===== src/rtl/core_macros.svh =====
`ifndef CORE_MACROS_SVH
`define CORE_MACROS_SVH

// instruction queue entries
// the source starts out with this many credits
`define QUEUE_DEPTH 4

// words in the back-end data memory, power of two
`define DMEM_WORDS 16

// issue slots per cycle
// dispatch and the back end are written for two
`define ISSUE_W 2

`endif


===== src/rtl/isa_pkg.sv =====
package isa_pkg;

    // operation codes of the supported subset
    typedef enum logic [7:0] {
        ALU_NOP       = 8'h00,
        ALU_ADD       = 8'h01,
        ALU_SUB       = 8'h02,
        ALU_AND       = 8'h03,
        ALU_OR        = 8'h04,
        ALU_XOR       = 8'h05,
        ALU_ADDI      = 8'h06,
        ALU_LU12I     = 8'h07,     // imm arrives already shifted
        ALU_PCADDU12I = 8'h08,
        ALU_LDW       = 8'h10,
        ALU_STW       = 8'h11
    } alu_op_e;

    // selector class, drives the pairing rule
    typedef enum logic [2:0] {
        SEL_ALU        = 3'b001,
        SEL_LOAD_STORE = 3'b011
    } op_class_e;

    function automatic logic is_load(alu_op_e op);
        return op == ALU_LDW;
    endfunction

endpackage


===== src/rtl/pipe_pkg.sv =====
package pipe_pkg;

    import isa_pkg::*;

    // one pre-decoded instruction
    typedef struct packed {
        logic [31:0]     pc;
        alu_op_e         alu_op;
        op_class_e       op_class;
        logic [1:0]      rd_en;       // source read enables
        logic [1:0][4:0] rs_addr;
        logic            wr_en;
        logic [4:0]      wr_addr;
        logic [31:0]     imm;
    } dec_inst_t;

    // issue slot handed to execute with resolved operands
    typedef struct packed {
        logic             valid;
        dec_inst_t        inst;
        logic [1:0][31:0] operand;
    } issue_slot_t;

    // one forwarded result
    typedef struct packed {
        logic        en;
        logic [4:0]  addr;
        logic [31:0] data;
    } bypass_t;

endpackage


===== src/rtl/inst_queue.sv =====
`timescale 1ns/1ps
`include "core_macros.svh"

module inst_queue import pipe_pkg::*; (
    input  logic                clk,
    input  logic                rst_n_i,
    input  logic                flush_i,
    input  logic [`ISSUE_W-1:0] push_valid_i,
    input  dec_inst_t           push_inst_i [`ISSUE_W],
    output logic [`ISSUE_W-1:0] head_valid_o,
    output dec_inst_t           head_inst_o [`ISSUE_W],
    input  logic [1:0]          pop_cnt_i,
    output logic [2:0]          credit_o
);

    localparam int DEPTH = `QUEUE_DEPTH;
    localparam int PTR_W = $clog2(DEPTH);      // pointers wrap, depth is a power of two
    localparam int CNT_W = $clog2(DEPTH + 1);

    dec_inst_t        mem [DEPTH];
    logic [PTR_W-1:0] rd_ptr;
    logic [PTR_W-1:0] wr_ptr;
    logic [CNT_W-1:0] count;
    logic [CNT_W-1:0] push_cnt;
    logic [CNT_W-1:0] pop_cnt;

    assign push_cnt = CNT_W'(push_valid_i[0]) + CNT_W'(push_valid_i[1]);
    assign pop_cnt  = CNT_W'(pop_cnt_i);

    // a flush frees every entry, including this cycle's pushes
    assign credit_o = flush_i ? 3'(count + push_cnt) : 3'(pop_cnt);

    for (genvar i = 0; i < `ISSUE_W; i++) begin : g_head
        assign head_valid_o[i] = count > CNT_W'(i);
        assign head_inst_o[i]  = mem[rd_ptr + PTR_W'(i)];
    end

    always_ff @(posedge clk or negedge rst_n_i) begin
        if (!rst_n_i) begin
            rd_ptr <= '0;
            wr_ptr <= '0;
            count  <= '0;
        end else if (flush_i) begin
            rd_ptr <= '0;
            wr_ptr <= '0;
            count  <= '0;
        end else begin
            rd_ptr <= rd_ptr + PTR_W'(pop_cnt);
            wr_ptr <= wr_ptr + PTR_W'(push_cnt);
            count  <= count + push_cnt - pop_cnt;
        end
    end

    always_ff @(posedge clk) begin
        for (int i = 0; i < `ISSUE_W; i++) begin
            if (push_valid_i[i]) begin
                mem[wr_ptr + PTR_W'(i)] <= push_inst_i[i];
            end
        end
    end

    no_push_when_full: assert property (@(posedge clk) disable iff (!rst_n_i)
        (count + push_cnt) <= ((CNT_W + 1)'(DEPTH) + pop_cnt));

    pop_within_count: assert property (@(posedge clk) disable iff (!rst_n_i)
        pop_cnt <= count);

endmodule


===== config.mk =====
export PLATFORM = sky130hd
export DESIGN_NAME = inst_queue
export DESIGN_NICKNAME = d
export VERILOG_FILES = /design/src/rtl/isa_pkg.sv /design/src/rtl/pipe_pkg.sv /design/src/rtl/inst_queue.sv
export VERILOG_INCLUDE_DIRS = /design/src /design/src/rtl
export SDC_FILE = /design/constraint.sdc
export NUM_CORES = 1
export LEC_CHECK = 0
export BUFFER_PORTS_ARGS = -buffer_cell sky130_fd_sc_hd__buf_2
export CELL_PAD_IN_SITES_DETAIL_PLACEMENT = 1
export CELL_PAD_IN_SITES_GLOBAL_PLACEMENT = 1
export CORE_UTILIZATION = 52
export DETAILED_ROUTE_END_ITERATION = 8
export GPL_TIMING_DRIVEN = 0
export HOLD_SLACK_MARGIN = 0.03
export PLACE_DENSITY = 0.92
export SYNTH_ARGS = -nofsm -noshare
export SYNTH_HDL_FRONTEND = slang
export SYNTH_SLANG_ARGS = --single-unit

===== constraint.sdc =====
create_clock -name clk -period 13.21 [get_ports clk]
set_input_delay 1.321 -clock clk [delete_from_list [all_inputs] [get_ports clk]]
set_output_delay 1.321 -clock clk [all_outputs]
set_load 0.02 [all_outputs]

==> out/results.ini <==
[pwr]
clock_power_share = 0.285
cell_internal_pwr_w = 0.002658
switching_share = 0.3190
seqPwrFrac = 0.411
power.leakage_nw = 8.904
peakVddDrop_v = 0.0001187
comb_power_share = 0.305
powerDensity_mw_per_mm2 = 158.0
netSwitchingPower_w = 0.001245

[timing]
tightest_slew_ns = 0.9264
final_max_slew_viol_count = 0
fin_skew_ns = 0.01610
tns_ns = 0
hold_viol_final = 0
period_minus_slack_ns = 4.266
finalCritPeriodShare = 0.3230
hold_slack_ns = 0.5796
max_freq_ghz = 0.2344
relSlewSlack = 0.3809
setup_violations = 0
rsz0062_at_grt = no

[floorplanning]
die-area_mm2 = 0.04023
die_h_um = 200.6
ios = 384
die_w_um = 200.6
num_rows = 72
core_mm2 = 0.03874
start_util = 0.5294

[route]
routedLengthMet1_um = 22900
post-route-drc-count = 0
met2_length_um = 32050
drt-total-wl_um = 62630
top_layer = met5
viasPerCell = 6.289
avgRoutedWirePerCell_um = 30.33
wl_met3_um = 5499
antenna_left = 0
dr.pass1.iters = 4
first_iter_violations = 830
dr_total_vias = 12990

[cells_and_area]
final_common_cell = buf_2
fill_cells = 3479
drive_gt1_frac = 0.7109
nNetsFinal = 1704
area_growth_pct = 20.49
final_cell_mix = 442 x buf_2, 374 x mux2_2, 372 x edfxtp_1, 186 x mux4_2, 45 x clkbuf_16

[critical_path]
crit_slowest_cell = fa_1
critPathArrivalTime_ns = 2.95
startpoint_type = input port
crit_fanout = 6
crit_type = in2out
cp_top_family = adder cells
crit_buf_inv = 3
path_cells = buf_2, ha_1, ha_1, inv_1, fa_1, xnor2_1, and2_1, buf_2
critPathMaxStageDelay_ns = 0.41
endpoint_kind = output pin
crit_required_ns = 11.89

[synthesis]
synth-seq-cells = 379
synth_cells = 1060
synth-edff-count = 372
ys_seq_area_frac = 0.5533
yosysTopAreaCell = edfxtp_1
synth_top_area_share = 0.5448
synth_nets = 1260
netlist_area_mm2 = 0.02051
synth_warnings = 0
yosysUniqueCellTypes = 24
async_flop_share = 0.01847
synthFlopType = edfxtp_1
yosys-top-cells-area = edfxtp_1 54%, mux2_2 21%, mux4_2 20%, buf_2 1.4%, dfrtp_1 0.85%
syn_avg_cell_area_um2 = 19.35

[flow_run]
drv_cap = 0

[cts]
clk_latency_ns = 0.57
htree_levels = 2
cts_tree = yes
cts_buffers = 44
cts_hold_buf = 0
cts_max_path_buffers = 3
cts_setup_buffers = 0
clk_pin_slew_ns = 0.06
root_buffer = clkbuf_16
cts_num_sinks = 379
ctsResizeCount = 0

[global_route]
grt_pass1_vias = 14500
track_usage = 0.3139
overflow = 0
grt_first_pass_wirelength_um = 93130
grt_max_degree = 28
antenna_found_initial = 17

[outcome]
status = finished clean

[placement]
dp_hpwl_um = 43210
gp_congestion = 0.8136
numPortBuffers = 383

[worst_hold_path]
hp-class = in2async

## power by group through the flow
stage                     sequential, W  combinational, W  clock, W
after global placement          0.00167           0.00111         0
final                           0.00160           0.00119   0.00111
after detailed placement        0.00162           0.00118         0
after global routing            0.00162           0.00124   0.00116
after CTS                       0.00160           0.00120   0.00112
after floorplan                 0.00162          0.000755         0
## cells by family after synthesis
| group | synth area share |
|---|---|
| mux | 0.4102 |
| fa+ha+maj | 0.005003 |
| compound gates | 0.0007320 |
| xor+xnor | 0.002624 |
| flops | 0.5533 |
| buf+inv | 0.02300 |
| simple gates | 0.005187 |
## final timing paths
check	start	to	slack (ns)	depth (start not counted)
max	push_valid_i[1]	credit_o[2]	8.94	8
min	rst_n_i	count[1]$_DFF_PN0_	0.58	1
max reg2reg	wr_ptr[1]$_DFF_PN0_	mem[2][49]$_DFFE_PP_	10.30	7
min reg2reg	rd_ptr[0]$_DFF_PN0_	rd_ptr[0]$_DFF_PN0_	0.68	2
max in group asynchronous	rst_n_i	count[0]$_DFF_PN0_	12.46	1
min in group clk	rd_ptr[0]$_DFF_PN0_	rd_ptr[0]$_DFF_PN0_	0.68	2
## stage by stage
step / instances / area, um^2 / power [W] / worst slack, ns / utilization
floorplan: 1060 / 20510 / 0.002376 / 4.639 / -
global placement: 1961 / 23070 / 0.002784 / -1.707 / 0.5956
detailed placement: 1976 / 23420 / 0.002807 / 8.937 / 0.6045
CTS: 2054 / 24680 / 0.003918 / 8.932 / 0.6371
global route: 2060 / 24690 / 0.004023 / 8.831 / 0.6375
finish: 2065 / 24710 / 0.003903 / 8.944 / 0.6378
## state kept, by name, summed over array words and instances, names as in the netlist
signal,flops
mem,372
count,3
rd_ptr,2
wr_ptr,2
## cell type report
class,count,area (um^2),area share
Timing Repair Buffer,398,2225,0.09004
Clock buffer,62,1190,0.04816
Inverter,5,18.77,0.0007596
Sequential cell,379,11350,0.4592
Clock inverter,16,73.82,0.002988
Antenna cell,11,27.53,0.001114
Buffer,83,452.9,0.01833
Multi-Input combinational cell,593,8726,0.3532
Tap cell,518,648.1,0.02623
## metal layers
| metal | vias up | global-route usage |
|---|---|---|
| met4 | 14 | 0.1189 |
| met3 | 131 | 0.08490 |
| li1 | 5419 | - |
| met1 | 6806 | 0.3808 |
| met5 | - | 0 |
| met2 | 617 | 0.5372 |
## synth_stat cells, types with 3 or more instances
cell type and n:
ha_1 5, inv_1 5, buf_2 59, dfrtp_1 7, buf_4 18, nor2_1 8
clkbuf_1 6, mux4_2 186, mux2_2 374, nor2b_1 3, edfxtp_1 372
Note: power is estimated with default switching activity, not from simulation.
