## config.mk

```make
export PLATFORM = sky130hd
export DESIGN_NAME = dispatch_flat
export DESIGN_NICKNAME = d
export VERILOG_FILES = /design/src/rtl/isa_pkg.sv /design/src/rtl/pipe_pkg.sv /design/src/rtl/issue_if.sv /design/src/rtl/dispatch.sv /design/src/flat_wrapper.sv
export VERILOG_INCLUDE_DIRS = /design/src /design/src/rtl
export SDC_FILE = /design/constraint.sdc
export NUM_CORES = 1
export LEC_CHECK = 0
export ABC_AREA = 1
export BUFFER_PORTS_ARGS = -buffer_cell sky130_fd_sc_hd__buf_2
export CORE_AREA = 2 2 289 291
export CTS_BUF_LIST = sky130_fd_sc_hd__clkbuf_8
export DETAILED_ROUTE_END_ITERATION = 10
export DIE_AREA = 0 0 291 293
export SKIP_CTS_REPAIR_TIMING = 1
export SYNTH_ARGS = -nofsm -noshare
export SYNTH_HDL_FRONTEND = slang
export SYNTH_SLANG_ARGS = --single-unit
export TNS_END_PERCENT = 1
```

## constraint.sdc

```tcl
create_clock -name clk -period 1.2 [get_ports clk]
set_input_delay 0.18 -clock clk [delete_from_list [all_inputs] [get_ports clk]]
set_output_delay 0.18 -clock clk [all_outputs]
set_load 0.05 [all_outputs]
```

## src/rtl/core_macros.svh

```systemverilog
`ifndef CORE_MACROS_SVH
`define CORE_MACROS_SVH

// instruction queue entries
// the source starts out with this many credits
`define QUEUE_DEPTH 4

// words in the back-end data memory, power of two
`define DMEM_WORDS 16

// issue slots per cycle
// dispatch and the back end are written for two
`define ISSUE_W 2

`endif

```

## src/rtl/isa_pkg.sv

```systemverilog
package isa_pkg;

    // operation codes of the supported subset
    typedef enum logic [7:0] {
        ALU_NOP       = 8'h00,
        ALU_ADD       = 8'h01,
        ALU_SUB       = 8'h02,
        ALU_AND       = 8'h03,
        ALU_OR        = 8'h04,
        ALU_XOR       = 8'h05,
        ALU_ADDI      = 8'h06,
        ALU_LU12I     = 8'h07,     // imm arrives already shifted
        ALU_PCADDU12I = 8'h08,
        ALU_LDW       = 8'h10,
        ALU_STW       = 8'h11
    } alu_op_e;

    // selector class, drives the pairing rule
    typedef enum logic [2:0] {
        SEL_ALU        = 3'b001,
        SEL_LOAD_STORE = 3'b011
    } op_class_e;

    function automatic logic is_load(alu_op_e op);
        return op == ALU_LDW;
    endfunction

endpackage

```

## src/rtl/pipe_pkg.sv

```systemverilog
package pipe_pkg;

    import isa_pkg::*;

    // one pre-decoded instruction
    typedef struct packed {
        logic [31:0]     pc;
        alu_op_e         alu_op;
        op_class_e       op_class;
        logic [1:0]      rd_en;       // source read enables
        logic [1:0][4:0] rs_addr;
        logic            wr_en;
        logic [4:0]      wr_addr;
        logic [31:0]     imm;
    } dec_inst_t;

    // issue slot handed to execute with resolved operands
    typedef struct packed {
        logic             valid;
        dec_inst_t        inst;
        logic [1:0][31:0] operand;
    } issue_slot_t;

    // one forwarded result
    typedef struct packed {
        logic        en;
        logic [4:0]  addr;
        logic [31:0] data;
    } bypass_t;

endpackage

```

## src/rtl/issue_if.sv

```systemverilog
`timescale 1ns/1ps
`include "core_macros.svh"

interface issue_if import pipe_pkg::*; ();

    issue_slot_t         slot [`ISSUE_W];
    logic [`ISSUE_W-1:0] valid;

    // valid bits mirrored out of the slots
    for (genvar i = 0; i < `ISSUE_W; i++) begin : g_valid
        assign valid[i] = slot[i].valid;
    end

    modport issuer (
        output slot,
        input  valid
    );

    modport executor (
        input slot,
        input valid
    );

endinterface

```

## src/rtl/dispatch.sv

```systemverilog
`timescale 1ns/1ps
`include "core_macros.svh"

module dispatch import isa_pkg::*, pipe_pkg::*; (
    input  logic                clk,
    input  logic                rst_n_i,
    input  logic                pause_i,
    input  logic                flush_i,
    input  logic [`ISSUE_W-1:0] head_valid_i,
    input  dec_inst_t           head_inst_i [`ISSUE_W],
    input  logic [31:0]         operand_i [2*`ISSUE_W],
    input  logic [`ISSUE_W-1:0] ex_load_i,
    input  bypass_t             ex_byp_i [`ISSUE_W],
    output logic [4:0]          rf_raddr_o [2*`ISSUE_W],
    output logic [1:0]          pop_cnt_o,
    issue_if.issuer             issue
);

    logic                raw_pair;
    logic                ls_pair;
    logic                pair_ok;
    logic                load_use;
    logic                advance;
    logic [`ISSUE_W-1:0] issue_en;
    logic [`ISSUE_W-1:0] use_hit;
    logic [`ISSUE_W-1:0] valid_q;
    issue_slot_t         slot_d [`ISSUE_W];
    issue_slot_t         slot_q [`ISSUE_W];

    // true if inst reads a nonzero register addr
    function automatic logic reads_reg(dec_inst_t inst, logic [4:0] addr);
        return addr != 5'd0
            && ((inst.rd_en[0] && inst.rs_addr[0] == addr)
             || (inst.rd_en[1] && inst.rs_addr[1] == addr));
    endfunction

    for (genvar k = 0; k < 2 * `ISSUE_W; k++) begin : g_raddr
        assign rf_raddr_o[k] = head_inst_i[k / 2].rs_addr[k % 2];
    end

    assign raw_pair = head_inst_i[0].wr_en && reads_reg(head_inst_i[1], head_inst_i[0].wr_addr);
    assign ls_pair  = head_inst_i[0].op_class == SEL_LOAD_STORE
                   || head_inst_i[1].op_class == SEL_LOAD_STORE;
    assign pair_ok  = &head_valid_i && !ls_pair && !raw_pair;
    assign issue_en = {pair_ok, head_valid_i[0]};

    // load in ex feeding any head that would issue
    always_comb begin
        for (int h = 0; h < `ISSUE_W; h++) begin
            use_hit[h] = 1'b0;
            for (int j = 0; j < `ISSUE_W; j++) begin
                if (issue_en[h] && ex_load_i[j] && reads_reg(head_inst_i[h], ex_byp_i[j].addr)) begin
                    use_hit[h] = 1'b1;
                end
            end
        end
    end

    assign load_use  = |use_hit;
    assign advance   = !pause_i && !flush_i && !load_use;
    assign pop_cnt_o = advance ? 2'(issue_en[0]) + 2'(issue_en[1]) : 2'd0;

    always_comb begin
        for (int i = 0; i < `ISSUE_W; i++) begin
            slot_d[i].valid      = issue_en[i];
            slot_d[i].inst       = head_inst_i[i];
            slot_d[i].operand[0] = operand_i[2 * i];
            slot_d[i].operand[1] = operand_i[2 * i + 1];
        end
    end

    always_ff @(posedge clk or negedge rst_n_i) begin
        if (!rst_n_i) begin
            valid_q <= '0;
        end else begin
            valid_q <= advance ? issue_en : '0;    // bubble on stall, pause, flush
        end
    end

    always_ff @(posedge clk) begin
        if (advance) begin
            slot_q <= slot_d;    // payload held otherwise
        end
    end

    for (genvar i = 0; i < `ISSUE_W; i++) begin : g_out
        assign issue.slot[i] = '{valid: valid_q[i], inst: slot_q[i].inst,
                                 operand: slot_q[i].operand};
    end

    slot1_needs_slot0: assert property (@(posedge clk) disable iff (!rst_n_i)
        issue.valid[1] |-> issue.valid[0]);

endmodule

```

## src/flat_wrapper.sv

```systemverilog
// flat-port wrapper written by rule: the top's interface ports become plain ports
module dispatch_flat import isa_pkg::*, pipe_pkg::*;
  (clk, rst_n_i, pause_i, flush_i, head_valid_i, head_inst_i, operand_i, ex_load_i, ex_byp_i, rf_raddr_o, pop_cnt_o, issue_slot);
  issue_if issue_i ();
  input  logic clk;
  input  logic rst_n_i;
  input  logic pause_i;
  input  logic flush_i;
  input  logic [`ISSUE_W-1:0] head_valid_i;
  input  dec_inst_t head_inst_i[`ISSUE_W];
  input  logic [31:0] operand_i[2*`ISSUE_W];
  input  logic [`ISSUE_W-1:0] ex_load_i;
  input  bypass_t ex_byp_i[`ISSUE_W];
  output logic [4:0] rf_raddr_o[2*`ISSUE_W];
  output logic [1:0] pop_cnt_o;
  output wire logic [$bits(issue_i.slot)-1:0] issue_slot;
  assign issue_slot = {>>{issue_i.slot}};
  dispatch u_core (.clk(clk), .rst_n_i(rst_n_i), .pause_i(pause_i), .flush_i(flush_i), .head_valid_i(head_valid_i), .head_inst_i(head_inst_i), .operand_i(operand_i), .ex_load_i(ex_load_i), .ex_byp_i(ex_byp_i), .rf_raddr_o(rf_raddr_o), .pop_cnt_o(pop_cnt_o), .issue(issue_i));
endmodule
```

==> results.ini <==
[sta]
clock.fmax_ghz = 0.616
timing.final.ws_setup_ns = -0.423
fin_crit_ns = 1.62
finalHoldViolCount = 1
drv_slew = 0
slew_headroom = 0.809
hold-worst-slack_ns = -0.229
setup_viol = 609
worstMarginPinSlew_ns = 0.289
rsz0062_at_grt = yes
finalCritPeriodShare = 1.35

[detailed_routing]
routed_wl_um = 48300
drt_iter0_markers = 415
drtAntennaViolNets = 0
dr.pass1.iters = 5
drcViolationCount = 0
wl_per_cell_um = 17.3
vias = 9341
vias_per_cell = 3.35

[place]
dp_hpwl_um = 37000
numPortBuffers = 669
place_ws_ns = -0.912
place_area_mm2 = 0.0159
gp_congestion = 0.864

[pwr]
p_total_mw = 29.9
ir_drop_mv = 0.849
p_per_area_mw_per_mm2 = 1380
leakagePower_nw = 9.05

[grt]
overflow = 0
grt_max_degree = 34
grt_pass1_vias = 8090
grtUsageTotal = 0.0980
grt_pass1_wl_um = 59200
grt_antenna_before_repair = 19

[floorplan]
start_util = 0.130
row_count = 105
die_x_um = 291
ioPinCount = 736
die_h_um = 293
die_area_mm2 = 0.0853
coreArea_mm2 = 0.0818

[layout]
fin_area_mm2 = 0.0216
multi_input_area_mm2 = 0.00107
fin_nets = 2072
fillers = 8380
seq_area_mm2 = 0.00948
drive_above_1_share = 0.512
area_delta_synth_final_pct = 103
fin_util = 0.264

[logic_synthesis]
synth.distinct_cells = 19
netlist_area_mm2 = 0.0107
synth_top_area_cell = edfxtp_1
seq_area_frac_synth = 0.889
synth_top_area_share = 0.884
ys_seq_elements = 316
syn_avg_cell_area_um2 = 18.1
synth_fp_nets = 989
synthTopCellsByArea = edfxtp_1 88%, nand2_1 4.6%, nor2_1 1.7%, buf_4 1.4%, inv_1 1.1%
yosys_warnings = 0
netlist_instances = 590

[critical_path]
start_kind = primary input
crit_fanout = 4
criticalPathCategory = primary input to output port
crit_path_end_kind = output port
cp.required_ns = 1.02
arrival_ns = 1.44

[clocking]
htree_levels = 2
cts_sinks = 316
cts_tree = yes
cts_buffers = 56
root_buffer = clkbuf_8
path_clk_slew_ns = 0.06
clock_path_buffers = 3

[status]
violations = negative hold slack, negative setup slack
status = finished, violations left

[worst_hold_path]
hold_class = primary input to register
whs_path_depth = 1

[flow_run]
maxCapViolCount = 0

==> cells by family (layout without fill, tap and decap cells) <==
| group | count (synthesis) | in the layout | synth area share |
|---|---|---|---|
| adder cells (fa/ha/maj) | 1 | 1 | 0.00117 |
| AND/OR/NAND/NOR | 196 | 196 | 0.0718 |
| buffers and inverters | 61 | 1189 | 0.0285 |
| AO/OA/AOI/OAI | 16 | 16 | 0.00939 |
| flip-flops | 316 | 316 | 0.889 |
| other | 0 | 4 | 0 |
==> cell usage after synthesis <==
| library cell | number |
|---|---|
| edfxtp_1 | 314 |
| nand2_1 | 132 |
| nor2_1 | 47 |
| inv_1 | 31 |
| buf_4 | 20 |
| nand3_1 | 11 |
| inv_2 | 10 |
| o21ai_0 | 10 |
| dfrtp_1 | 2 |
| nand2_2 | 2 |
| nand4_1 | 2 |
| o21ai_1 | 2 |
| a21oi_2 | 1 |
| a21oi_4 | 1 |
| ha_1 | 1 |
| nand3b_1 | 1 |
| nor2_2 | 1 |
| o21ai_2 | 1 |
| o22ai_1 | 1 |
==> routing by layer <==
layer / vias to the layer above / global-route usage / wire length (µm)
met1: 4434 / 0.109 / 18400
li1: 4313 / - / -
met2: 466 / 0.163 / 23900
met5: - / 0 / 158
met4: 24 / 0.0268 / 1260
met3: 104 / 0.0511 / 4500
==> cell usage in the layout, fill, tap and decap left out <==
cell / Yosys / routed
inv_6: 0 / 4
nand4_1: 2 / 2
buf_8: 0 / 5
o22ai_4: 0 / 1
ha_4: 0 / 1
diode_2: 0 / 4
clkinvlp_4: 0 / 4
nor2_2: 1 / 8
clkinv_2: 0 / 9
buf_2: 0 / 474
nand3b_1: 1 / 1
nor2_4: 0 / 3
a21oi_4: 1 / 1
inv_8: 0 / 4
inv_4: 0 / 12
inv_1: 31 / 27
nor2_1: 47 / 37
buf_6: 0 / 175
inv_12: 0 / 2
nand2_2: 2 / 21
o21ai_2: 1 / 2
o21ai_0: 10 / 6
dlygate4sd3_1: 0 / 316
nand3_2: 0 / 3
clkinv_1: 0 / 16
nand2_4: 0 / 8
clkbuf_8: 0 / 56
bufinv_16: 0 / 2
buf_4: 20 / 49
edfxtp_1: 314 / 314
clkinv_8: 0 / 1
o21ai_1: 2 / 5
inv_2: 10 / 7
a21oi_2: 1 / 1
dfrtp_1: 2 / 2
nand3_1: 11 / 8
clkbuf_4: 0 / 3
buf_12: 0 / 23
nand2_1: 132 / 105
==> flip-flops by register name, summed over array words and instances, names as in the netlist <==
| signal | cells |
|---|---|
| u_core.issue.slot | 314 |
| u_core.valid_q | 2 |
==> path summary, 6_finish.rpt <==
check                                  from                     end  slack [ns]
max                        head_inst_i[132]            pop_cnt_o[1]       -0.42
min                        head_inst_i[127]  u_core.issue.slot[256]       -0.23
max in group asynchronous           rst_n_i       u_core.valid_q[0]        0.70
min in group asynchronous           rst_n_i       u_core.valid_q[1]        0.38
==> area by class of cell <==
type / count / share of cell area
Sequential cell: 316 / 0.438
Antenna cell: 4 / 0.000463
Clock inverter: 47 / 0.0128
Clock buffer: 56 / 0.0356
Tap cell: 1070 / 0.0619
Timing Repair Buffer: 1045 / 0.390
Multi-Input combinational cell: 213 / 0.0495
Inverter: 41 / 0.0116
==> worst max-delay path, cell delays in order <==
cell and delay (ns):
buf_2 0.14, inv_2 0.08, nand2_1 0.05, nand2_1 0.07
nor2_1 0.05, nand3_1 0.08, nand2_1 0.07, nand2_2 0.06
nand2_2 0.06, nor2_2 0.13, nand2_2 0.09, buf_6 0.14
nor2_2 0.09, buf_6 0.17
==> through the flow <==
stage	setup TNS (ns)	cells
6_report	-80.14	2792
5_1_grt	-117.55	2791
4_1_cts	-132.85	2471
3_5_place_dp	-265.07	2368
3_3_place_gp	-258.30	2368
2_1_floorplan	-1478.39	590
==> power breakdown <==
part	total (mW)	internal [mW]	switching [mW]
registers	13.4	13.1	0.345
clock network	9.48	4.82	4.66
logic	7.00	2.52	4.49
No activity file was read; power rests on OpenSTA's default activity.
