## config.mk

```make
export PLATFORM = sky130hd
export DESIGN_NAME = backend_flat
export DESIGN_NICKNAME = d
export VERILOG_FILES = /design/src/rtl/isa_pkg.sv /design/src/rtl/pipe_pkg.sv /design/src/rtl/issue_if.sv /design/src/rtl/backend.sv /design/src/flat_wrapper.sv
export VERILOG_INCLUDE_DIRS = /design/src /design/src/rtl
export SDC_FILE = /design/constraint.sdc
export NUM_CORES = 2
export LEC_CHECK = 0
export BUFFER_PORTS_ARGS = -buffer_cell sky130_fd_sc_hd__buf_2
export CORE_ASPECT_RATIO = 2
export CORE_UTILIZATION = 45
export CTS_CLUSTER_SIZE = 10
export DETAILED_ROUTE_END_ITERATION = 6
export SLEW_MARGIN = 20
export SYNTH_ARGS = -nofsm -noshare
export SYNTH_HDL_FRONTEND = slang
export SYNTH_SLANG_ARGS = --single-unit
```

## constraint.sdc

```tcl
create_clock -name clk -period 14.16 [get_ports clk]
set_clock_uncertainty 0.15 [all_clocks]
set_input_delay 1.416 -clock clk [delete_from_list [all_inputs] [get_ports clk]]
set_output_delay 1.416 -clock clk [all_outputs]
set_load 0.05 [all_outputs]
```

## src/rtl/core_macros.svh

```systemverilog
`ifndef CORE_MACROS_SVH
`define CORE_MACROS_SVH

// instruction queue entries
// the source starts out with this many credits
`define QUEUE_DEPTH 4

// words in the back-end data memory, power of two
`define DMEM_WORDS 16

// issue slots per cycle
// dispatch and the back end are written for two
`define ISSUE_W 2

`endif

```

## src/rtl/isa_pkg.sv

```systemverilog
package isa_pkg;

    // operation codes of the supported subset
    typedef enum logic [7:0] {
        ALU_NOP       = 8'h00,
        ALU_ADD       = 8'h01,
        ALU_SUB       = 8'h02,
        ALU_AND       = 8'h03,
        ALU_OR        = 8'h04,
        ALU_XOR       = 8'h05,
        ALU_ADDI      = 8'h06,
        ALU_LU12I     = 8'h07,     // imm arrives already shifted
        ALU_PCADDU12I = 8'h08,
        ALU_LDW       = 8'h10,
        ALU_STW       = 8'h11
    } alu_op_e;

    // selector class, drives the pairing rule
    typedef enum logic [2:0] {
        SEL_ALU        = 3'b001,
        SEL_LOAD_STORE = 3'b011
    } op_class_e;

    function automatic logic is_load(alu_op_e op);
        return op == ALU_LDW;
    endfunction

endpackage

```

## src/rtl/pipe_pkg.sv

```systemverilog
package pipe_pkg;

    import isa_pkg::*;

    // one pre-decoded instruction
    typedef struct packed {
        logic [31:0]     pc;
        alu_op_e         alu_op;
        op_class_e       op_class;
        logic [1:0]      rd_en;       // source read enables
        logic [1:0][4:0] rs_addr;
        logic            wr_en;
        logic [4:0]      wr_addr;
        logic [31:0]     imm;
    } dec_inst_t;

    // issue slot handed to execute with resolved operands
    typedef struct packed {
        logic             valid;
        dec_inst_t        inst;
        logic [1:0][31:0] operand;
    } issue_slot_t;

    // one forwarded result
    typedef struct packed {
        logic        en;
        logic [4:0]  addr;
        logic [31:0] data;
    } bypass_t;

endpackage

```

## src/rtl/issue_if.sv

```systemverilog
`timescale 1ns/1ps
`include "core_macros.svh"

interface issue_if import pipe_pkg::*; ();

    issue_slot_t         slot [`ISSUE_W];
    logic [`ISSUE_W-1:0] valid;

    // valid bits mirrored out of the slots
    for (genvar i = 0; i < `ISSUE_W; i++) begin : g_valid
        assign valid[i] = slot[i].valid;
    end

    modport issuer (
        output slot,
        input  valid
    );

    modport executor (
        input slot,
        input valid
    );

endinterface

```

## src/rtl/backend.sv

```systemverilog
`timescale 1ns/1ps
`include "core_macros.svh"

module backend import isa_pkg::*, pipe_pkg::*; (
    input  logic                clk,
    input  logic                rst_n_i,
    issue_if.executor           issue,
    output bypass_t             ex_byp_o [`ISSUE_W],
    output bypass_t             mem_byp_o [`ISSUE_W],
    output bypass_t             wb_byp_o [`ISSUE_W],
    output logic [`ISSUE_W-1:0] ex_load_o,
    output logic [`ISSUE_W-1:0] wb_en_o,
    output logic [4:0]          wb_addr_o [`ISSUE_W],
    output logic [31:0]         wb_data_o [`ISSUE_W]
);

    localparam int IDX_W = $clog2(`DMEM_WORDS);

    logic [31:0]         ex_res [`ISSUE_W];
    logic [`ISSUE_W-1:0] mem_valid;
    dec_inst_t           mem_inst [`ISSUE_W];
    logic [31:0]         mem_res [`ISSUE_W];
    logic [31:0]         mem_sdata [`ISSUE_W];
    logic [IDX_W-1:0]    mem_idx [`ISSUE_W];
    logic [31:0]         mem_data [`ISSUE_W];
    logic [31:0]         dmem [`DMEM_WORDS];

    function automatic logic [31:0] alu(issue_slot_t s);
        logic [31:0] a;
        logic [31:0] b;
        a = s.operand[0];
        b = s.operand[1];
        case (s.inst.alu_op)
            ALU_ADD, ALU_ADDI, ALU_PCADDU12I: return a + b;    // pc already in a
            ALU_SUB:                          return a - b;
            ALU_AND:                          return a & b;
            ALU_OR:                           return a | b;
            ALU_XOR:                          return a ^ b;
            ALU_LU12I:                        return s.inst.imm;
            ALU_LDW, ALU_STW:                 return a + s.inst.imm;   // byte address
            default:                          return '0;
        endcase
    endfunction

    always_comb begin
        for (int i = 0; i < `ISSUE_W; i++) begin
            ex_res[i]    = alu(issue.slot[i]);
            ex_load_o[i] = issue.valid[i] && issue.slot[i].inst.wr_en
                        && is_load(issue.slot[i].inst.alu_op);
            // load data not ready yet
            ex_byp_o[i]  = '{en: issue.valid[i] && issue.slot[i].inst.wr_en
                                 && !is_load(issue.slot[i].inst.alu_op),
                             addr: issue.slot[i].inst.wr_addr,
                             data: ex_res[i]};
        end
    end

    always_ff @(posedge clk or negedge rst_n_i) begin
        if (!rst_n_i) begin
            mem_valid <= '0;
        end else begin
            mem_valid <= issue.valid;
        end
    end

    always_ff @(posedge clk) begin
        for (int i = 0; i < `ISSUE_W; i++) begin
            mem_inst[i]  <= issue.slot[i].inst;
            mem_res[i]   <= ex_res[i];
            mem_sdata[i] <= issue.slot[i].operand[1];    // store data from rs2
        end
    end

    always_comb begin
        for (int i = 0; i < `ISSUE_W; i++) begin
            mem_idx[i]   = mem_res[i][IDX_W+1:2];    // word index wraps
            mem_data[i]  = is_load(mem_inst[i].alu_op) ? dmem[mem_idx[i]] : mem_res[i];
            mem_byp_o[i] = '{en: mem_valid[i] && mem_inst[i].wr_en,
                             addr: mem_inst[i].wr_addr,
                             data: mem_data[i]};
        end
    end

    always_ff @(posedge clk) begin
        for (int i = 0; i < `ISSUE_W; i++) begin
            if (mem_valid[i] && mem_inst[i].alu_op == ALU_STW) begin
                dmem[mem_idx[i]] <= mem_sdata[i];
            end
        end
    end

    always_ff @(posedge clk or negedge rst_n_i) begin
        if (!rst_n_i) begin
            wb_en_o <= '0;
        end else begin
            for (int i = 0; i < `ISSUE_W; i++) begin
                wb_en_o[i] <= mem_valid[i] && mem_inst[i].wr_en;
            end
        end
    end

    always_ff @(posedge clk) begin
        for (int i = 0; i < `ISSUE_W; i++) begin
            wb_addr_o[i] <= mem_inst[i].wr_addr;
            wb_data_o[i] <= mem_data[i];
        end
    end

    for (genvar i = 0; i < `ISSUE_W; i++) begin : g_wb_byp
        assign wb_byp_o[i] = '{en: wb_en_o[i], addr: wb_addr_o[i], data: wb_data_o[i]};
    end

    // loads and stores only ever travel alone in slot 0
    mem_op_in_slot0: assert property (@(posedge clk) disable iff (!rst_n_i)
        issue.valid[1] |-> issue.slot[1].inst.op_class != SEL_LOAD_STORE);

endmodule

```

## src/flat_wrapper.sv

```systemverilog
// flat-port wrapper written by rule: the top's interface ports become plain ports
module backend_flat import isa_pkg::*, pipe_pkg::*;
  (clk, rst_n_i, ex_byp_o, mem_byp_o, wb_byp_o, ex_load_o, wb_en_o, wb_addr_o, wb_data_o, issue_slot);
  issue_if issue_i ();
  input  logic clk;
  input  logic rst_n_i;
  output bypass_t ex_byp_o[`ISSUE_W];
  output bypass_t mem_byp_o[`ISSUE_W];
  output bypass_t wb_byp_o[`ISSUE_W];
  output logic [`ISSUE_W-1:0] ex_load_o;
  output logic [`ISSUE_W-1:0] wb_en_o;
  output logic [4:0] wb_addr_o[`ISSUE_W];
  output logic [31:0] wb_data_o[`ISSUE_W];
  input wire logic [$bits(issue_i.slot)-1:0] issue_slot;
  assign issue_i.slot = {>>{issue_slot}};
  backend u_core (.clk(clk), .rst_n_i(rst_n_i), .issue(issue_i), .ex_byp_o(ex_byp_o), .mem_byp_o(mem_byp_o), .wb_byp_o(wb_byp_o), .ex_load_o(ex_load_o), .wb_en_o(wb_en_o), .wb_addr_o(wb_addr_o), .wb_data_o(wb_data_o));
endmodule
```

==> flow_metrics.tcl <==
set metrics [dict create \
    status "finished, final reports clean" \
    required_ns 12.59 \
    rows 164 \
    via_per_inst 6.45 \
    fin_crit_ns 8.86 \
    numCtsBuffers 86 \
    grt_max_degree 92 \
    holdBufCountCts 0 \
    cts_resized 0 \
    hold_viol 0 \
    cap_violations 0 \
    synth_seq_area_share 0.444 \
    die-area_sq_mm 0.102 \
    avgRoutedWirePerCell_um 33.9 \
    gp_congestion 0.991 \
    r2r-end "u_core.dmem[13][17]" \
    seqCellArea_sq_mm 0.0201 \
    syn_inst 3449 \
    path_clk_slew_ns 0.07 \
    core_sq_mm 0.0997 \
    synthArstFlopShare 0.00536 \
    cp_max_fo 11 \
    drive_above_1_share 0.430 \
    tns_ns 0 \
    htreeDepth 3 \
    postRouteAntennaNets 0 \
    rrSetupSlack_ns 8.18 \
    port_buffers 529 \
    powerDensity_mw_per_mm2 100 \
    final_area_sq_mm 0.0511 \
    ys.warnings.count 0 \
    ys_seq_elements 746 \
    nets 4288 \
    grt_util_all_layers 0.343 \
    area_growth_pct 13.1 \
    synth_area_sq_mm 0.0452 \
    syn_area_per_cell_sq_um 13.1 \
    overflow 0 \
    vias 33364 \
    crit_path_start_kind "input pin" \
    drv_slew 0 \
    cts_tree "built" \
    first_global_vias 33588 \
    drt_wl_total_mm 175 \
    postPlaceCellArea_sq_mm 0.0486 \
    fin_ws_ns 5.30 \
    clock_sinks 746 \
    ir_worst_vdd_uv 94.0 \
    reg2reg_from "u_core.mem_res[0][34]" \
    clockBufferDepth 3 \
    die_x_um 226 \
    crit_start "issue_slot[277]" \
    pin_count 624 \
    reg2reg_depth 6 \
    multi_input_area_sq_mm 0.0231 \
    clk_latency_ns 0.70 \
    synth_edf_count 512 \
    root_buffer "clkbuf_16" \
    antenna_found_initial 27 \
    ys.flop_type "edfxtp_1" \
    drcViolationCount 0 \
    rsz0062_at_grt "no" \
    cts_setup_buffers 0 \
    end_kind "primary output" \
    fmax_mhz 113 \
    fillers 8943 \
    critical_path_arrival_ns 7.30 \
    syn_nets 3976 \
    p_total_mw 5.12 \
    dr.pass1.iters 5 \
    fin_crit_sh 0.626 \
    die_h_um 450 \
    worstSetupEndpoint "ex_byp_o[66]" \
    power.leakage_nw 19.4 \
    max_slew_margin 0.256 \
    grt_pass1_wl_mm 243 \
    first_iter_violations 3047 \
    hpwlAfterDp_mm 122 \
    crit_type "input pin to primary output" \
    post-place-ws_ns 5.63 \
    hp-class "register to register" \
    initial_core_util 0.453 \
    setup_viol 0 \
    tightest_slew_ns 1.11 \
    synth_cell_type_count 76 \
]
worst max-delay path, stage by stage:
cell,delay (ns)
buf_2,0.13
nor4_1,0.60
nand3_1,0.48
buf_4,0.34
nand2_1,0.55
o21ai_0,0.22
a221o_1,0.34
ha_1,0.35
and4_1,0.23
a221o_1,0.45
a31o_2,0.35
a21oi_1,0.73
o21ai_0,0.38
xnor2_1,0.21
o21ai_0,0.20
buf_2,0.31
how the worst min path moves through the flow:
stage / from / to / slack, ns / cells past startpoint
finish: u_core.mem_inst[0][34] / u_core.wb_addr_o[7] / 0.17 / 0
global route: u_core.mem_inst[0][34] / u_core.wb_addr_o[7] / 0.18 / 0
CTS: u_core.mem_inst[0][34] / u_core.wb_addr_o[7] / 0.18 / 0
detailed placement: u_core.mem_inst[0][35] / u_core.wb_addr_o[8] / 0.18 / 0
global placement: u_core.mem_inst[0][126] / u_core.wb_addr_o[1] / 0.18 / 0
floorplan: u_core.mem_inst[0][125] / u_core.wb_addr_o[0] / 0.18 / 0
power by group:
part,leakage (nW),internal [mW],switching (mW)
clock network,1.20,1.17,0.929
logic,11.6,0.231,0.379
registers,6.55,2.35,0.0615
total,19.4,3.75,1.37
cells in the final DEF, fill, tap and decap left out, drive strengths merged, types with 36 or more instances in the layout:
cell type,synthesis,final
nor2,102,102
dfxtp,230,230
ha,207,207
buf,174,591
nand2,153,153
a22oi,44,44
nand3,41,41
mux4,318,318
edfxtp,512,512
nor3,58,58
o211ai,49,49
mux2,575,575
xnor2,36,36
clkbuf,193,150
a21oi,119,119
o21ai,129,129
a21o,37,37
inv,157,160
registers in the layout, indices dropped and copies added (netlist names):
register          cells
u_core.mem_valid      2
u_core.wb_byp_o      64
u_core.mem_res       64
u_core.dmem         512
u_core.mem_inst      28
u_core.wb_en_o        2
u_core.wb_addr_o     10
u_core.mem_sdata     64
cells in the mapped netlist (11+ instances only):
library cell,number,area [sq um]
mux2_2,575,6470
edfxtp_1,512,15400
mux4_2,318,7160
dfxtp_1,230,4600
ha_1,207,2590
clkbuf_1,193,724
inv_1,157,589
nand2_1,153,574
o21ai_0,127,636
a21oi_1,119,596
nor2_1,101,379
buf_4,96,721
buf_1,62,233
nor3_1,58,290
o211ai_1,49,368
a22oi_1,44,330
nand3_1,41,205
a21o_1,37,278
xnor2_1,36,315
xor2_1,23,201
nand4_1,21,131
mux2i_1,18,180
a221o_1,17,170
a221oi_1,17,149
buf_2,16,80.1
o311ai_0,16,140
and3_1,15,93.8
nor4_1,15,93.8
a211oi_1,14,105
a31oi_1,11,68.8
and2_1,11,68.8
layout make-up:
| class | count | area share |
|---|---|---|
| Sequential cell | 746 | 0.393 |
| Antenna cell | 12 | 0.000588 |
| Tap cell | 1328 | 0.0325 |
| Inverter | 157 | 0.0115 |
| Multi-Input combinational cell | 2179 | 0.452 |
| Clock buffer | 150 | 0.0474 |
| Timing Repair Buffer | 591 | 0.0612 |
| Clock inverter | 7 | 0.00188 |
routing by layer:
layer / routed length [um] / up-vias / track usage
met5: 58 / - / 0
met4: 16300 / 10 / 0.274
met3: 13200 / 578 / 0.0639
met2: 88200 / 1878 / 0.590
met1: 57500 / 16939 / 0.364
li1: - / 13959 / -
metrics by stage:
step / hold WS [ns] / utilization / std cells
after floorplan: 0.182 / - / 3449
after CTS: 0.178 / 0.512 / 5158
after global placement: 0.179 / 0.487 / 5001
after global routing: 0.184 / 0.512 / 5164
after detailed placement: 0.181 / 0.487 / 5001
final: 0.175 / 0.513 / 5170
kinds of logic after synthesis:
kind of cell               count (synthesis)  synth area share
muxes                                    911             0.306
DFF                                      746             0.444
buffers and inverters                    524            0.0519
AOI/OAI and AO/OA                        522            0.0761
and+or+nand+nor                          478            0.0523
adders and majority gates                209            0.0582
xor gates and xnor gates                  59            0.0114
Power figures use the tool's default switching activity.
