$ cat src/rtl/core_macros.svh
`ifndef CORE_MACROS_SVH
`define CORE_MACROS_SVH

// instruction queue entries
// the source starts out with this many credits
`define QUEUE_DEPTH 4

// words in the back-end data memory, power of two
`define DMEM_WORDS 16

// issue slots per cycle
// dispatch and the back end are written for two
`define ISSUE_W 2

`endif

$ cat src/rtl/isa_pkg.sv
package isa_pkg;

    // operation codes of the supported subset
    typedef enum logic [7:0] {
        ALU_NOP       = 8'h00,
        ALU_ADD       = 8'h01,
        ALU_SUB       = 8'h02,
        ALU_AND       = 8'h03,
        ALU_OR        = 8'h04,
        ALU_XOR       = 8'h05,
        ALU_ADDI      = 8'h06,
        ALU_LU12I     = 8'h07,     // imm arrives already shifted
        ALU_PCADDU12I = 8'h08,
        ALU_LDW       = 8'h10,
        ALU_STW       = 8'h11
    } alu_op_e;

    // selector class, drives the pairing rule
    typedef enum logic [2:0] {
        SEL_ALU        = 3'b001,
        SEL_LOAD_STORE = 3'b011
    } op_class_e;

    function automatic logic is_load(alu_op_e op);
        return op == ALU_LDW;
    endfunction

endpackage

$ cat src/rtl/pipe_pkg.sv
package pipe_pkg;

    import isa_pkg::*;

    // one pre-decoded instruction
    typedef struct packed {
        logic [31:0]     pc;
        alu_op_e         alu_op;
        op_class_e       op_class;
        logic [1:0]      rd_en;       // source read enables
        logic [1:0][4:0] rs_addr;
        logic            wr_en;
        logic [4:0]      wr_addr;
        logic [31:0]     imm;
    } dec_inst_t;

    // issue slot handed to execute with resolved operands
    typedef struct packed {
        logic             valid;
        dec_inst_t        inst;
        logic [1:0][31:0] operand;
    } issue_slot_t;

    // one forwarded result
    typedef struct packed {
        logic        en;
        logic [4:0]  addr;
        logic [31:0] data;
    } bypass_t;

endpackage

$ cat src/rtl/operand_bypass.sv
`timescale 1ns/1ps
`include "core_macros.svh"

module operand_bypass import isa_pkg::*, pipe_pkg::*; (
    input  dec_inst_t   head_inst_i [`ISSUE_W],
    input  logic [31:0] rf_data_i [2*`ISSUE_W],
    input  bypass_t     ex_byp_i [`ISSUE_W],
    input  bypass_t     mem_byp_i [`ISSUE_W],
    input  bypass_t     wb_byp_i [`ISSUE_W],
    output logic [31:0] operand_o [2*`ISSUE_W]
);

    function automatic logic hit(bypass_t byp, logic [4:0] addr);
        return byp.en && byp.addr == addr;
    endfunction

    // operand k is source k%2 of head k/2
    for (genvar k = 0; k < 2 * `ISSUE_W; k++) begin : g_opnd
        localparam int SLOT = k / 2;
        localparam int SRC  = k % 2;

        logic [4:0] addr;

        assign addr = head_inst_i[SLOT].rs_addr[SRC];

        // lowest priority first, each later match overrides
        always_comb begin
            operand_o[k] = rf_data_i[k];
            for (int j = 0; j < `ISSUE_W; j++) begin
                if (hit(wb_byp_i[j], addr)) operand_o[k] = wb_byp_i[j].data;
            end
            for (int j = 0; j < `ISSUE_W; j++) begin
                if (hit(mem_byp_i[j], addr)) operand_o[k] = mem_byp_i[j].data;
            end
            for (int j = 0; j < `ISSUE_W; j++) begin
                if (hit(ex_byp_i[j], addr)) operand_o[k] = ex_byp_i[j].data;
            end
            if (head_inst_i[SLOT].alu_op == ALU_PCADDU12I) begin
                operand_o[k] = head_inst_i[SLOT].pc;
            end
            if (addr == 5'd0) begin
                operand_o[k] = '0;
            end
            if (!head_inst_i[SLOT].rd_en[SRC]) begin
                operand_o[k] = head_inst_i[SLOT].imm;    // unused source carries imm
            end
        end
    end

endmodule

$ cat config.mk
export PLATFORM = sky130hd
export DESIGN_NAME = operand_bypass
export DESIGN_NICKNAME = d
export VERILOG_FILES = /design/src/rtl/isa_pkg.sv /design/src/rtl/pipe_pkg.sv /design/src/rtl/operand_bypass.sv
export VERILOG_INCLUDE_DIRS = /design/src /design/src/rtl
export SDC_FILE = /design/constraint.sdc
export NUM_CORES = 1
export LEC_CHECK = 0
export ABC_AREA = 0
export BUFFER_PORTS_ARGS = -buffer_cell sky130_fd_sc_hd__buf_4
export CAP_MARGIN = 20
export CORE_AREA = 2 2 261 263
export DETAILED_ROUTE_END_ITERATION = 12
export DIE_AREA = 0 0 263 265
export PLACE_DENSITY = 0.42
export SLEW_MARGIN = 20
export SYNTH_ARGS = -nofsm -noshare
export SYNTH_HDL_FRONTEND = slang
export SYNTH_SLANG_ARGS = --single-unit
$ cat constraint.sdc
create_clock -name vclk -period 1.75
set_clock_uncertainty 0.15 [all_clocks]
set_input_delay 0.0875 -clock vclk [all_inputs]
set_output_delay 0.0875 -clock vclk [all_outputs]
set_load 0.01 [all_outputs]
==> results.md, run 1 <==
- Combinational power share: 1.000
- Worst Max-Slew Pin Slew: roughly 0.64 ns
- Slowest-stage cell, CP: a222oi_1
- Nets@finish: 3289
- Die Width: roughly 260 um
- Minimum clock period: 2.60 ns
- Clock power frac: 0
- Worst EP required: 1.51 ns
- Largest stage delay, worst path: 0.53 ns
- Die area: roughly 70000 um2
- Core area: roughly 67000 um2
- Achievable clock frequency: around 380 MHz
- WHS: 0.409 ns
- Most Used Layer, Global Route: met2
- Netlist cell types: 54
- Sw Ratio: 0.506
- Gpl congestion: just over 0.9
- Switching pwr: 3.83 mW
- Vias per cell: 6.10
- M1 GR Usage: 0.444
- CP max FO: 12
- Setup CP Type: in2out
- Filler cell count: a little under 7000
- GR Overflow Total: 0
- Layout cells sized above 1: 0.585
- GRT Util Overall: 0.350
- Max-slew violation count: 0
- DRC: 0
- Via count: 22153
- Rows: 95
- WL per Instance: approximately 37 um
- Setup tns final: -89.28 ns
- Routed WL: 133000 um
- Slew Limit Headroom: 0.573
- Critical Path Most Common Cell: buf_12
- Antenna violations before repair: 19
- Global Route met2 Usage: 0.583
- Syn nets: about 2300
- Critical-path cell list: buf_12, buf_12, xor2_4, nor4_4, nand3_4, buf_4, nand2_8, buf_12, o22ai_1, a222oi_1, buf_4, buf_6
- Post-Syn Area: 11800 um2
- Detail Route Antenna Nets: 0
- Area Overhead vs Synth: 126%
- Yosys warns: 0
- Run status: complete, but fails checks
- First DRT Iteration DRCs: 3480
- Failing checks: negative setup slack
- Hold_buf cts: 0
- Final worst setup slack: -0.851 ns
- Number of sequential cells: 0
- Pwr/cell area: ~280 nW/um2
- Vias in the first global route: between 20000 and 25000
- CP Capture Type: primary output
- Maxcap violations: 0
- PortBufs: ~650
- Largest net degree at the start of global routing: between 40 and 50
- Sequential power share: 0
- Synth Instances: between 1500 and 2000
- Pre-antenna DRT Iters: 10
- RSZ-0062 raised after global routing: true
- Hold crit path type: in2out
- Cell-internal power: between 3 and 4 mW
- Storage element area: 0 um2
- Final hold viol count: 0
- Peak VDD IR: ~0.13 mV
- GR met3 Demand/Resource: 0.0582
- Final setup vio count: 128
- Die Y-Extent: about 270 um
- Crit path launch type: primary input
- Avg Inst Size Synth: between 6 and 7 um2
- Register area share after synthesis: 0
- Starting density of the core: 0.176
- Clock Buffer Count: 0
- Num ports: 670
- HPWL reported at the end of detailed placement: about 95000 um
- Tcrit/Tclk final: 1.49
- LEAKAGE: about 11 nW
- Critical Path AT: about 2.4 ns
- First-pass GRT wire length: between 150000 and 200000 um
[metrics by stage]
stage	setup WS [ns]	utilization	power (mW)	instance area (um2)	std cells
2_1_floorplan	-0.230	-	2.49	12900	1778
3_3_place_gp	-1.06	0.325	6.18	21700	3439
3_5_place_dp	-1.06	0.325	6.18	21700	3439
4_1_cts	-0.793	0.381	7.12	25500	3582
5_1_grt	-0.871	0.399	7.78	26700	3630
6_report	-0.851	0.399	7.56	26700	3630
[synthesized netlist by cell type (32+ instances only)]
library cell,number,area share
o211ai_1,127,0.081
inv_1,70,0.022
a222oi_1,62,0.053
nand2_1,92,0.029
o22ai_1,93,0.049
a221oi_1,32,0.024
a221o_1,62,0.053
a211oi_1,64,0.041
nor2_1,236,0.075
xor2_1,47,0.035
buf_2,53,0.023
clkbuf_1,159,0.051
nand2b_1,33,0.018
and2_1,33,0.018
o21a_1,65,0.041
xnor2_1,73,0.054
or3_1,37,0.020
o221ai_1,125,0.093
o21ai_0,69,0.029
[path summary, 6_finish.rpt]
kind | startpoint | to | depth (start not counted)
max | head_inst_i[42] | operand_o[40] | 12
min | head_inst_i[119] | operand_o[122] | 4
[layout by cell type, fill, tap and decap left out, types with 29 or more instances in the layout]
cell and n:
a211oi_2 43, a221o_1 62, a221oi_4 38, a222oi_1 62, and2_1 33, buf_12 149
buf_4 877, buf_6 134, inv_1 69, mux2_2 29, nand2_1 83, nand2b_1 33
nor2_1 210, o211ai_1 127, o21a_1 59, o21ai_0 48, o221ai_1 93, o221ai_2 31
o22a_1 31, o22ai_1 60, o22ai_2 31, or3_1 32, xnor2_1 33, xnor2_2 34
xor2_1 30
[cell families (layout without fill, tap and decap cells)]
group | Yosys count | in the layout | synth area share
other | 0 | 12 | 0
AO/OA/AOI/OAI | 816 | 816 | 0.567
AND/OR/NAND/NOR | 500 | 500 | 0.199
multiplexers | 31 | 31 | 0.0296
buffers and inverters | 311 | 1278 | 0.115
XOR/XNOR | 120 | 120 | 0.0892
[critical path, delay by kind of cell]
family	cells	cell delay, ns
simple gates	3	0.55
buf+inv	6	0.90
compound gates	2	0.64
xor+xnor	1	0.15
[area by class of cell]
| class | instances | area [um2] | area share |
|---|---|---|---|
| repair buffers | 1208 | 12100 | 0.453 |
| well taps | 873 | 1090 | 0.0410 |
| diodes | 12 | 30.0 | 0.00113 |
| multi-input cells | 1467 | 13200 | 0.495 |
| inverters | 70 | 263 | 0.00985 |
[per-layer routing]
metal  routed length (um)  vias to the layer above
li1                     -                     9087
met1                51900                    10808
met2                60800                     1804
met3                12500                      442
met4                 7250                       12
met5                   77                        -
[power by group through the flow]
stage / combinational [mW] / sequential, mW / clock, mW
CTS: 7.12 / 0 / 0
global route: 7.78 / 0 / 0.000000804
global placement: 6.18 / 0 / 0
detailed placement: 6.18 / 0 / 0
finish: 7.56 / 0 / 0.000000806
floorplan: 2.49 / 0 / 0
[repair_timing]
item                       in CTS  in global routing
pin swaps                     236                159
setup endpoints to repair     128                128
gates resized for setup       372                179
setup buffers                 131                 50
cloned                         23                 10
Power figures use the tool's default switching activity.
==> inputs of run 2 (changes only) <==
- PLACE_DENSITY: 0.42 -> default
==> results.md, run 2 (same netlist as run 1, synthesis figures left out) <==
- Achievable clock frequency: 363 MHz (-5.7%)
- Die area: 69700 um2 (unchanged)
- CP max FO: 4 (-8)
- Crit path launch type: primary input
- Hold crit path type: in2out
- Layout cells sized above 1: 0.566 (-0.0196)
- First-pass GRT wire length: 165000 um (-6.1%)
- Slowest-stage cell, CP: a222oi_1
- Most common cell after layout, fill and taps aside: buf_4
- Worst EP required: 1.51 ns (about the same)
- Run status: complete, but fails checks
- Die Width: 263 um (unchanged)
- Final hold viol count: 0 (unchanged)
- Gpl congestion: 1.01 (+7.7%)
- PortBufs: 652 (unchanged)
- Largest stage delay, worst path: 0.72 ns (+0.19 ns)
- Routed WL: 125000 um (-5.8%)
- Filler cell count: 6858 (+0.88%)
- Slew Limit Headroom: 0.469 (-0.103)
- Rows: 95 (unchanged)
- Nets@finish: 3218 (-2.2%)
- Core area: 66800 um2 (unchanged)
- Antenna violations before repair: 15 (-4)
- Final worst setup slack: -1.01 ns (-0.158 ns)
- Top cell family by delay on the critical path: simple AND/OR/NAND/NOR gates
- Area Overhead vs Synth: 115%
- Finished Layout Cells: 3555 (-2.1%)
- Critical-path cell list: buf_12, xor2_2, nor4_2, nand3_2, or3b_4, buf_12, buf_6, buf_4, a211oi_1, a222oi_1, buf_4
- Clock Buffer Count: 0 (unchanged)
- Number of sequential cells: 0 (unchanged)
- Final setup vio count: 128 (unchanged)
- Vias per cell: 6.29 (+3.1%)
- CP Capture Type: primary output
- RSZ-0062 raised after global routing: true
- First DRT Iteration DRCs: 3632 (+4.4%)
- Pre-antenna DRT Iters: 10 (unchanged)
- Tcrit/Tclk final: 1.58 (+0.0902)
- Worst Max-Slew Pin Slew: 0.796 ns (+0.155 ns)
- LEAKAGE: 10.4 nW (-4.6%)
- Pwr/cell area: 280 nW/um2 (-1.1%)
- Starting density of the core: 0.176 (unchanged)
- Buf+Inv Stages, Crit Path: 5 (-1)
- Via count: 22376 (+1.0%)
- Vias in the first global route: 21455 (-3.2%)
- WL per Instance: 35.1 um (-3.8%)
- Failing checks: negative setup slack
- Num ports: 670 (unchanged)
- Minimum clock period: 2.76 ns (+0.158 ns)
- HPWL reported at the end of detailed placement: 89600 um (-5.7%)
- Storage element area: 0 um2 (unchanged)
- DRC: 0 (unchanged)
- Die Y-Extent: 265 um (unchanged)
- Commonest non-fill, non-tap cells in the layout: buf_4, nor2_1, o211ai_1
- Maxcap violations: 0 (unchanged)
- Combined area of the multi-input logic cells: 12800 um2 (-2.7%)
- Setup CP Type: in2out
- GRT Util Overall: 0.328 (-0.0221)
- Max-slew violation count: 0 (unchanged)
- Pwr Total: 7.11 mW (-6.0%)
- Critical Path AT: 2.52 ns (+0.16 ns)
- GR Overflow Total: 0 (unchanged)
- Largest net degree at the start of global routing: 54 (+26%)
- Placed cell count: 3393 (-1.3%)
- Detail Route Antenna Nets: 0 (unchanged)
- Peak VDD IR: 0.122 mV (-7.8%)
run 2: changes by cell type in the layout (fill, tap and decap cells not counted), sizes merged:
| cell | before | now |
|---|---|---|
| diode | 12 | 8 |
| buf | 1197 | 1127 |
| bufbuf | 2 | 3 |
| clkbuf | 9 | 7 |
run 2: final timing paths:
| path | start | end | depth (start not counted) |
|---|---|---|---|
| worst max-delay path | ex_byp_i[74] | operand_o[124] | 11 |
| worst min-delay path | head_inst_i[18] | operand_o[50] | 4 |
run 2: what timing repair did:
item / CTS / global route
pin swaps: 249 / 179
resized for setup: 323 / 162
setup buffers: 85 / 61
cloned: 21 / 7
hold buffers: 0 / 0
setup endpoints to repair: 128 / 128
run 2: layout make-up:
class / count / share of cell area
Timing Repair Buffer: 1137 / 0.439
Inverter: 70 / 0.0104
Multi-Input combinational cell: 1467 / 0.506
Tap cell: 873 / 0.0431
Antenna cell: 8 / 0.000789
run 2: report_power, final:
part | switching [mW] | internal, mW | total, mW
sequential | 0 | 0 | 0
combinational | 3.63 | 3.48 | 7.11
clock | 0 | 0.000000524 | 0.000000524
total | 3.63 | 3.48 | 7.11
run 2: per-layer routing:
layer | vias up | wire length [um] | track usage | share of wire
li1 | 8946 | - | - | -
met1 | 10561 | 46300 | 0.400 | 0.37
met2 | 2287 | 54600 | 0.528 | 0.44
met3 | 578 | 15500 | 0.0944 | 0.12
met4 | 4 | 8330 | 0.160 | 0.067
met5 | - | 27 | 0 | 0.00022
run 2: through the flow:
stage                     setup slack [ns]  hold WS (ns)   util  instance area, um2  TNS, ns
after detailed placement             -1.12         0.390  0.318               21200  -102.39
after global routing                 -1.07         0.409  0.380               25400   -92.56
after floorplan                     -0.230         0.160      -               12900   -23.54
after global placement               -1.22         0.388  0.318               21200  -103.74
after CTS                           -0.919         0.391  0.362               24200   -82.13
final                                -1.01         0.393  0.380               25400   -87.94
